### config.mk
export PLATFORM = sky130hd
export DESIGN_NAME = la_readout
export DESIGN_NICKNAME = d
export VERILOG_FILES = /design/src/common/la_pkg.sv /design/src/logic/la_readout.sv
export VERILOG_INCLUDE_DIRS = /design/src /design/src/common
export SDC_FILE = /design/constraint.sdc
export NUM_CORES = 1
export LEC_CHECK = 0
export BUFFER_PORTS_ARGS = -buffer_cell sky130_fd_sc_hd__buf_2
export CAP_MARGIN = 20
export CORE_MARGIN = 2
export CORE_UTILIZATION = 35
export CTS_BUF_LIST = sky130_fd_sc_hd__clkbuf_16
export CTS_CLUSTER_SIZE = 28
export DETAILED_ROUTE_END_ITERATION = 16
export GPL_TIMING_DRIVEN = 1
export PLACE_DENSITY = 0.64
export SYNTH_ARGS = -nofsm -noshare
export SYNTH_HDL_FRONTEND = slang
export SYNTH_SLANG_ARGS = --single-unit
### constraint.sdc
create_clock -name sys_clk -period 4.2 [get_ports sys_clk]
set_clock_uncertainty 0.05 [all_clocks]
set_input_delay 0.63 -clock sys_clk [delete_from_list [all_inputs] [get_ports sys_clk]]
set_output_delay 0.63 -clock sys_clk [all_outputs]
set_load 0.005 [all_outputs]
### src/common/la_defines.svh
`ifndef LA_DEFINES_SVH
`define LA_DEFINES_SVH

// Probe word width
`define LA_SAMPLE_W 32

// Ring buffer address width, 1024 words deep
`define LA_MEM_AW 10

// Read count and delay count fields
`define LA_COUNT_W 16

// Host command word layout
`define LA_OPCODE_W 8
`define LA_CMD_DATA_W 32

`endif

### src/common/la_pkg.sv
`include "la_defines.svh"

package la_pkg;

  // One probe word as stored and sent back
  typedef logic [`LA_SAMPLE_W-1:0] la_sample_t;

  // Command word from the host link, data in the upper bits
  typedef struct packed {
    logic [`LA_CMD_DATA_W-1:0] config_data;
    logic [`LA_OPCODE_W-1:0]   opcode;
  } la_cmd_t;

  typedef enum logic [`LA_OPCODE_W-1:0] {
    OP_RESET      = 8'h00,  // Abort to idle
    OP_ARM        = 8'h01,  // Start a capture
    OP_SET_COUNTS = 8'h81,  // Delay in 31:16, read in 15:0
    OP_TRIG_MASK  = 8'hC0,
    OP_TRIG_VALUE = 8'hC1
  } la_opcode_e;

  // Trigger settings
  typedef struct packed {
    logic [`LA_SAMPLE_W-1:0] mask;
    logic [`LA_SAMPLE_W-1:0] value;
    logic                    ext_en;  // From bit 0 of the mask command
  } la_trig_cfg_t;

  // Field order follows config_data of OP_SET_COUNTS
  typedef struct packed {
    logic [`LA_COUNT_W-1:0] delay_count;  // Words kept after the trigger word
    logic [`LA_COUNT_W-1:0] read_count;   // Words sent back
  } la_count_t;

endpackage

### src/logic/la_readout.sv
`timescale 1ns/1ps
`include "la_defines.svh"

module la_readout (
  input  logic                   sys_clk,
  input  logic                   sys_rst,
  input  logic                   rd_start,
  input  logic [`LA_MEM_AW-1:0]  last_addr,
  input  la_pkg::la_count_t      counts,
  input  logic                   abort_pulse,
  input  la_pkg::la_sample_t     rd_data,
  input  logic                   busy,
  output logic [`LA_MEM_AW-1:0]  rd_addr,
  output logic                   send,
  output la_pkg::la_sample_t     send_data,
  output logic                   rd_done
);

  typedef enum logic [1:0] {
    RD_IDLE,
    RD_WAIT,  // RAM latency
    RD_SEND   // Data valid, waiting for busy low
  } rd_state_e;

  rd_state_e              state;
  logic [`LA_MEM_AW-1:0]  rd_ptr;
  logic [`LA_COUNT_W-1:0] left;    // Words still to send

  assign rd_addr   = rd_ptr;
  assign send_data = rd_data;
  assign send      = (state == RD_SEND) && !busy && !abort_pulse;

  always_ff @(posedge sys_clk or posedge sys_rst) begin
    if (sys_rst) begin
      state   <= RD_IDLE;
      rd_ptr  <= '0;
      left    <= '0;
      rd_done <= 1'b0;
    end else begin
      rd_done <= 1'b0;
      if (abort_pulse) begin
        state <= RD_IDLE;  // Drop the rest, no done
      end else begin
        case (state)
          RD_IDLE: begin
            if (rd_start) begin
              rd_ptr <= last_addr;  // Newest word first
              left   <= counts.read_count;
              if (counts.read_count == '0) rd_done <= 1'b1;
              else                         state   <= RD_WAIT;
            end
          end
          RD_WAIT: state <= RD_SEND;
          default: begin
            if (send) begin
              rd_ptr <= rd_ptr - 1'b1;  // Wraps below zero
              left   <= left - 1'b1;
              if (left == 'd1) begin
                state   <= RD_IDLE;
                rd_done <= 1'b1;
              end else begin
                state <= RD_WAIT;
              end
            end
          end
        endcase
      end
    end
  end

  // Host link cannot take a word while busy
  ap_send_busy: assert property (
    @(posedge sys_clk) disable iff (sys_rst)
    send |-> !busy
  );

endmodule

==> results of run 1 <==
[registers in the layout, summed over array words and instances (netlist names)]
register  cells
rd_addr      10
state         2
rd_done       1
left         16
[routing by layer]
metal	track usage	vias to the layer above	wire length, um
met5	0	-	0
met4	0.0617	0	80
met3	0.0396	12	348
met2	0.263	54	2340
met1	0.204	867	2380
li1	-	934	-
[layout make-up]
class | count | share of cell area
Multi-Input combinational cell | 173 | 0.458
Sequential cell | 29 | 0.314
Clock buffer | 5 | 0.0541
Tap cell | 75 | 0.0406
Clock inverter | 3 | 0.0162
Inverter | 10 | 0.0162
Timing Repair Buffer | 45 | 0.101
[logic make-up (layout without fill, tap and decap cells)]
logic type / count (synthesis) / in the layout / share of synthesized area
buf+inv: 54 / 63 / 0.155
compound gates: 88 / 88 / 0.263
flops: 29 / 29 / 0.343
mux: 3 / 3 / 0.0142
simple gates: 79 / 79 / 0.206
fa+ha+maj: 3 / 3 / 0.0178
[where the power goes]
part           internal (mW)  switching [mW]
combinational          0.215           0.270
sequential             0.404           0.164
clock                  0.275           0.125
[critical path, delay by kind of cell (launching register included)]
kind	cells	cell delay, ns
AOI/OAI and AO/OA	3	1.00
buffers and inverters	1	0.32
DFF	1	0.44
and+or+nand+nor	1	0.19
[how the worst max path moves through the flow]
stage / endpoint / slack [ns] / startpoint / cells past startpoint
after floorplan: left[12] / 2.43 / left[0] / 6
after global placement: left[12] / 1.84 / rd_start / 6
after detailed placement: left[11] / 1.84 / rd_start / 6
after CTS: left[8] / 2.10 / state[1] / 5
after global routing: left[8] / 1.99 / state[1] / 5
final: left[8] / 2.08 / state[1] / 5
[synth_stat cells (5+ instances only)]
cell type | instances | area share
nor4_1 | 8 | 0.024
o21ai_0 | 20 | 0.047
nor3_1 | 5 | 0.012
clkbuf_1 | 7 | 0.012
dfrtp_1 | 29 | 0.34
nor2_1 | 17 | 0.030
inv_1 | 10 | 0.018
nand2_1 | 14 | 0.025
a2bb2oi_1 | 6 | 0.025
nand3_1 | 11 | 0.026
a31oi_1 | 5 | 0.015
o22ai_1 | 6 | 0.018
a21oi_1 | 28 | 0.066
buf_4 | 32 | 0.11
[cells in the final DEF, fill, tap and decap left out, types with 2 or more instances in the layout]
cell type / n
o22ai_1: 6
nor4b_1: 2
a21oi_1: 28
a22oi_1: 3
nand3_1: 11
o32ai_1: 4
or2_2: 2
a31oi_1: 5
o21ai_1: 3
mux2i_1: 3
a41oi_1: 2
o21ai_0: 20
a2bb2oi_1: 6
buf_4: 3
ha_1: 3
o211ai_1: 2
nand2b_1: 2
inv_1: 11
nor2b_1: 3
nor2_1: 17
nand2_1: 14
nor4_1: 8
o22a_1: 4
buf_2: 42
dfrtp_1: 29
nor3_1: 5
nand4_1: 4
clkbuf_16: 5
==> impl_metrics.json, run 1 <==
{
  "timing.rr.end": "left[8]",
  "endpoint_kind": "register",
  "drt_iter0_markers": 101,
  "drcViolationCount": 0,
  "status": "finished, final reports clean",
  "finalHoldViolCount": 0,
  "synth_edf_count": 0,
  "place_ws_ns": 1.84,
  "wl_per_cell_um": 15.1,
  "yosysSeqAreaShare": 0.343,
  "peakVddDrop_mv": 0.261,
  "finalMaxSlewViolations": 0,
  "drt_wl_total_um": 5150,
  "syn_avg_cell_area_sq_um": 8.25,
  "synth_cell_type_count": 45,
  "dr_total_vias": 1867,
  "path_cells": "nor2b_1 > o21ai_1 > buf_4 > a21oi_1 > o22a_1",
  "hold_class": "input port to async pin",
  "max-cap-violations": 0,
  "htreeDepth": 2,
  "gp_congestion": 0.795,
  "ff2ff_setup_slack_ns": 2.08,
  "r2r-start": "state[1]",
  "finalSetupViolCount": 0,
  "crit_type": "register to register",
  "dp.cells": 332,
  "drt-pass1-iter-count": 4,
  "ys_ff_latch": 29,
  "num-nets-final": 346,
  "hold_slack_ns": 0.371,
  "cts_buffers": 5,
  "io_buffers": 42,
  "insertedDiodeCount": 0,
  "io-pin-count": 123,
  "ant_nets": 0,
  "clock_latency_ns": 0.28,
  "core_sq_um": 5890,
  "cts-resized-gates": 0,
  "clkSinkCount": 29,
  "crit_slowest_cell": "o21ai_1",
  "vias_per_cell": 5.49,
  "rows": 28,
  "cts_setup_buffers": 0,
  "rsz0062_at_grt": "false",
  "reg2reg_depth": 5,
  "worstPathMaxFanout": 13,
  "syn_nets": 338,
  "yosys_warnings": 0,
  "instances_no_fill": 340,
  "period_share": 0.505,
  "max_slew_margin": 0.385,
  "root_buffer": "clkbuf_16",
  "stdcell_area_sq_um": 2310,
  "start_util": 0.359,
  "setup_slack_ns": 2.08,
  "max_freq_mhz": 472,
  "tightest_slew_ns": 0.916,
  "multiInputGateArea_sq_um": 1060,
  "final_layout_size_suffix_gt1_frac": 0.230,
  "antenna_found_initial": 0,
  "seq_area_sq_um": 726,
  "grt_max_degree": 49,
  "path_clk_slew_ns": 0.05,
  "grt_usage": 0.161,
  "cp_data_arrival_time_ns": 2.22,
  "cts_tree": "yes",
  "die_height_um": 81.7,
  "syn_inst": 256,
  "final_util": 0.393,
  "async_flop_share": 1.00,
  "grt_overflow_total": 0,
  "hpwl_um": 3610,
  "clockBufferDepth": 2,
  "yosys_most_used_dff": "dfrtp_1",
  "grt_pass1_wl_um": 8290,
  "placed_cell_area_sq_um": 2150,
  "power.total_mw": 1.45,
  "die_x_um": 81.7,
  "grt_pass1_vias": 1757,
  "layout_min_cycle_time_ns": 2.12,
  "cts_hold_buf": 0,
  "slowest_delay_ns": 0.73,
  "synthesis.area_sq_um": 2110,
  "area_delta_synth_final_pct": 9.41,
  "power.leakage_nw": 0.955,
  "worstSetupStartpointType": "register",
  "fill_cells": 622,
  "power.density_nw_per_um2": 628,
  "setup-tns-final_ns": 0,
  "dieArea_sq_um": 6680,
  "required_ns": 4.30
}
(Power assumes the default switching activity.)
==> run 2: changes to the inputs <==
- PLACE_DENSITY: 0.64 -> 0.67
- clock period: 4.2 -> 1.93 ns (I/O delays scaled with it)
==> run 2 against run 1 <==
  * Sequential cell count is the same
  * Highest routed layer unchanged
  * Combinational power grew 150%
  * Critical endpoint is now left[12]
  * Power grew 110%
==> impl_metrics.json, run 2 (synthesized netlist as in run 1, its figures left out) <==
{
  "status": "finished, final reports clean",
  "insertedDiodeCount": 0,
  "dieArea_sq_um": 6680,
  "layout_min_cycle_time_ns": 1.87,
  "cts_buffers": 5,
  "instances_no_fill": 349,
  "max-cap-violations": 0,
  "hold_slack_ns": 0.0471,
  "endpoint_kind": "register",
  "clock_latency_ns": 0.27,
  "cp_data_arrival_time_ns": 1.98,
  "peakVddDrop_mv": 0.614,
  "num-nets-final": 356,
  "intPower_mw": 1.89,
  "finalSetupViolCount": 0,
  "finalHoldViolCount": 0,
  "setup-tns-final_ns": 0,
  "final_util": 0.403,
  "dr_total_vias": 1963,
  "io-pin-count": 123,
  "drt-pass1-iter-count": 4,
  "dp.cells": 342,
  "final_layout_size_suffix_gt1_frac": 0.255,
  "io_buffers": 42,
  "hold_class": "input port to async pin",
  "period_share": 0.969,
  "final_cell_mix": "42 x buf_2, 29 x dfrtp_1, 28 x a21oi_1",
  "hpwl_um": 3850,
  "rows": 28,
  "area_delta_synth_final_pct": 12.1,
  "worstSetupStartpointType": "register",
  "vias_per_cell": 5.62,
  "finalMaxSlewViolations": 0,
  "die_x_um": 81.7,
  "largest_reg_flops": 16,
  "grt_pass1_vias": 1890,
  "grt_usage": 0.167,
  "final_common_cell": "buf_2",
  "worstPathMaxFanout": 4,
  "core_sq_um": 5890,
  "antenna_found_initial": 0,
  "power.leakage_nw": 0.994,
  "grt_max_degree": 30,
  "setup_slack_ns": 0.0599,
  "rsz0062_at_grt": "false",
  "p_comb_frac": 0.380,
  "cts-resized-gates": 0,
  "root_buffer": "clkbuf_16",
  "slowest_delay_ns": 0.50,
  "clkSinkCount": 29,
  "seqPwrFrac": 0.393,
  "wl_per_cell_um": 15.3,
  "max_slew_margin": 0.644,
  "drcViolationCount": 0,
  "clockPowerShare": 0.226,
  "cts_setup_buffers": 0,
  "clockBufferDepth": 2,
  "htreeDepth": 2,
  "tightest_slew_ns": 0.529,
  "path_cells": "inv_1 > ha_1 > or3b_2 > nor2_2 > a41oi_1 > o22a_1",
  "drt_iter0_markers": 97,
  "crit_type": "register to register",
  "ant_nets": 0,
  "gp_congestion": 0.787,
  "critPathLaunch": "left[0]",
  "r2r-start": "left[0]",
  "crit_slowest_cell": "or3b_2",
  "grt_overflow_total": 0,
  "regMostFlops": "left",
  "required_ns": 2.04,
  "cts_tree": "yes",
  "start_util": 0.359,
  "sw_frac_of_total": 0.394,
  "drt_wl_total_um": 5320,
  "cts_hold_buf": 0,
  "die_height_um": 81.7,
  "place_ws_ns": 0.0872,
  "grt_pass1_wl_um": 8510,
  "power.density_nw_per_um2": 1320,
  "path_clk_slew_ns": 0.05,
  "p_sw_mw": 1.23,
  "max_freq_mhz": 535
}
## run 2: changes by cell type in the layout (fill, tap and decap cells not counted), sizes merged
cell,previous run,this run
buf,45,55
bufinv,1,0
## run 2: critical path: cells and delay by family (launching register included)
family                     cells  cell delay (ns)
DFF                            1             0.39
adders and majority gates      1             0.17
buffers and inverters          1             0.09
and+or+nand+nor                2             0.70
AOI/OAI and AO/OA              2             0.34
## run 2: worst paths after layout
| check | cells after the start | to | slack [ns] |
|---|---|---|---|
| min in group sys_clk | 2 | state[1] | 0.18 |
| setup / recovery | 6 | left[12] | 0.06 |
| hold / removal | 3 | rd_addr[1] | 0.05 |
| max in group asynchronous | 3 | left[11] | 1.50 |
| setup reg to reg | 6 | left[12] | 0.06 |
| hold reg to reg | 1 | left[15] | 0.50 |
## run 2: power groups by stage
stage / Clock (mW) / Sequential [mW] / Combinational, mW
after global placement: 0 / 1.21 / 1.15
after CTS: 0.734 / 1.22 / 1.19
after global routing: 0.753 / 1.28 / 1.35
final: 0.707 / 1.23 / 1.19
after floorplan: 0 / 1.18 / 0.817
after detailed placement: 0 / 1.23 / 1.19
## run 2: final cells by class
cell class / count / area (sq um)
clock buffer: 5 / 125
clock inverter: 2 / 7.51
sequential: 29 / 726
multi-input combinational: 173 / 1060
inverter: 10 / 37.5
timing repair buffer: 55 / 320
tap: 75 / 93.8
fill: 610 / 3520
## run 2: per-stage QoR
step,instance area (sq um),power (mW)
floorplan,2110,2.00
global placement,2240,2.37
detailed placement,2240,2.42
CTS,2370,3.15
global route,2370,3.38
finish,2370,3.12
## run 2: per-layer routing
metal / wire, um / share of wire / GRT usage
met3: 344 / 0.065 / 0.0341
met5: 0 / 0 / 0
met1: 2380 / 0.45 / 0.201
met4: 77 / 0.014 / 0.0567
met2: 2520 / 0.47 / 0.295
==> run 3: changes to the inputs <==
--- a/constraint.sdc
+++ b/constraint.sdc
@@ -4,2 +4,2 @@
 set_output_delay 0.2895 -clock sys_clk [all_outputs]
-set_load 0.005 [all_outputs]
+set_load 0.1 [all_outputs]
==> run 3 against run 2 <==
  * Global-route usage stayed put
  * Power is 25% higher
  * Critical endpoint unchanged
  * Via count is 0.61% lower
  * Utilization hardly changed
  * Cell area is 0.11% higher
  * Routed wire length is 0.24% higher
  * Worst setup slack better by 0.0077 ns
  * Critical path type unchanged
  * Fmax is 0.41% higher
  * Largest cell class unchanged
  * First-iteration DRC count is 3.1% higher
  * Clock-buffer cell count stayed put
  * Worst hold slack better by 0.0010 ns
  * Sequential cell count stayed put
==> impl_metrics.json, run 3 (synthesized netlist as in run 1, its figures left out) <==
{
  "core_sq_um": 5890,
  "root_buffer": "clkbuf_16",
  "power.leakage_nw": 0.993,
  "ant_nets": 0,
  "die_height_um": 81.7,
  "drt_wl_total_um": 5340,
  "largest_reg_flops": 16,
  "power.density_nw_per_um2": 1640,
  "drcViolationCount": 0,
  "grt_pass1_wl_um": 8510,
  "rows": 28,
  "clockBufferDepth": 2,
  "path_cells": "inv_1 > ha_1 > or3b_2 > nor2_2 > a41oi_1 > o22a_1",
  "dr_total_vias": 1951,
  "drt_iter0_markers": 100,
  "hold_class": "input port to async pin",
  "status": "finished, final reports clean",
  "gp_congestion": 0.787,
  "cp_data_arrival_time_ns": 1.97,
  "hpwl_um": 3850,
  "slowest_delay_ns": 0.50,
  "final_layout_size_suffix_gt1_frac": 0.255,
  "antenna_found_initial": 0,
  "max-cap-violations": 0,
  "dp.cells": 342,
  "final_cell_mix": "41 x buf_2, 29 x dfrtp_1, 28 x a21oi_1",
  "required_ns": 2.04,
  "grt_usage": 0.167,
  "endpoint_kind": "register",
  "worstPathMaxFanout": 4,
  "io_buffers": 42,
  "area_delta_synth_final_pct": 12.3,
  "crit_slowest_cell": "or3b_2",
  "setup_slack_ns": 0.0676,
  "grt_overflow_total": 0,
  "max_freq_mhz": 537,
  "grt_max_degree": 30,
  "clkSinkCount": 29,
  "max_slew_margin": 0.639,
  "layout_min_cycle_time_ns": 1.86,
  "cts_tree": "yes",
  "path_clk_slew_ns": 0.05,
  "htreeDepth": 2,
  "place_ws_ns": 0.0872,
  "cts_buffers": 5,
  "tightest_slew_ns": 0.536,
  "vias_per_cell": 5.59,
  "finalSetupViolCount": 0,
  "crit_type": "register to register",
  "cts_setup_buffers": 0,
  "insertedDiodeCount": 0,
  "period_share": 0.965,
  "finalMaxSlewViolations": 0,
  "peakVddDrop_mv": 0.958,
  "final_common_cell": "buf_2",
  "clock_latency_ns": 0.27,
  "num-nets-final": 356,
  "worstSetupStartpointType": "register",
  "regMostFlops": "left",
  "start_util": 0.359,
  "ff2ff_setup_slack_ns": 0.07,
  "die_x_um": 81.7,
  "dieArea_sq_um": 6680,
  "finalHoldViolCount": 0,
  "instances_no_fill": 349,
  "grt_pass1_vias": 1890,
  "wl_per_cell_um": 15.3,
  "io-pin-count": 123,
  "drt-pass1-iter-count": 4
}
-- run 3: final cells by class --
class / instances / area, sq um
clock buffer: 5 / 125
clock inverter: 2 / 7.51
fill: 611 / 3510
inverter: 10 / 37.5
multi-input combinational: 173 / 1060
sequential: 29 / 726
tap: 75 / 93.8
timing repair buffer: 55 / 323
-- run 3: worst paths after layout --
path | start | to | depth (start not counted)
setup / recovery | left[0] | left[12] | 6
hold / removal | sys_rst | rd_addr[1] | 3
setup reg to reg | left[0] | left[12] | 6
hold reg to reg | left[15] | left[15] | 1
max in group asynchronous | sys_rst | left[11] | 3
min in group sys_clk | abort_pulse | state[1] | 2
-- run 3: metrics by stage --
stage / power [mW] / TNS (ns) / area [sq um] / utilization / hold WS [ns]
final: 3.89 / 0 / 2370 / 0.403 / 0.0482
after global placement: 3.14 / 0 / 2240 / 0.380 / 0.347
after CTS: 3.92 / 0 / 2370 / 0.403 / 0.0623
after global routing: 4.15 / -0.00517 / 2370 / 0.403 / 0.0851
after floorplan: 3.01 / 0 / 2110 / - / 0.306
after detailed placement: 3.19 / 0 / 2240 / 0.380 / 0.352
-- run 3: what timing repair did --
action,4_1_cts,5_1_grt
hold buffers,0,0
resized for setup,0,1
setup endpoints to repair,0,1
-- run 3: where the power goes --
part           switching [mW]  internal (mW)
registers               0.347          0.880
clock network           0.249          0.459
logic                    1.40          0.556
total                    2.00           1.90
-- run 3: layer usage --
metal | global-route usage | wire, um | vias to the layer above | part of all wire
met2 | 0.295 | 2530 | 76 | 0.47
met3 | 0.0341 | 357 | 7 | 0.067
met1 | 0.201 | 2380 | 918 | 0.45
li1 | - | - | 950 | -
met4 | 0.0567 | 72 | 0 | 0.013
met5 | 0 | 0 | - | 0
-- run 3: worst max-delay path: cells and delay by family (launching register included) --
| kind | cells | cell delay (ns) |
|---|---|---|
| adder cells (fa/ha/maj) | 1 | 0.17 |
| buffers and inverters | 1 | 0.09 |
| flip-flops | 1 | 0.39 |
| AND/OR/NAND/NOR | 2 | 0.70 |
| AO/OA/AOI/OAI | 2 | 0.35 |
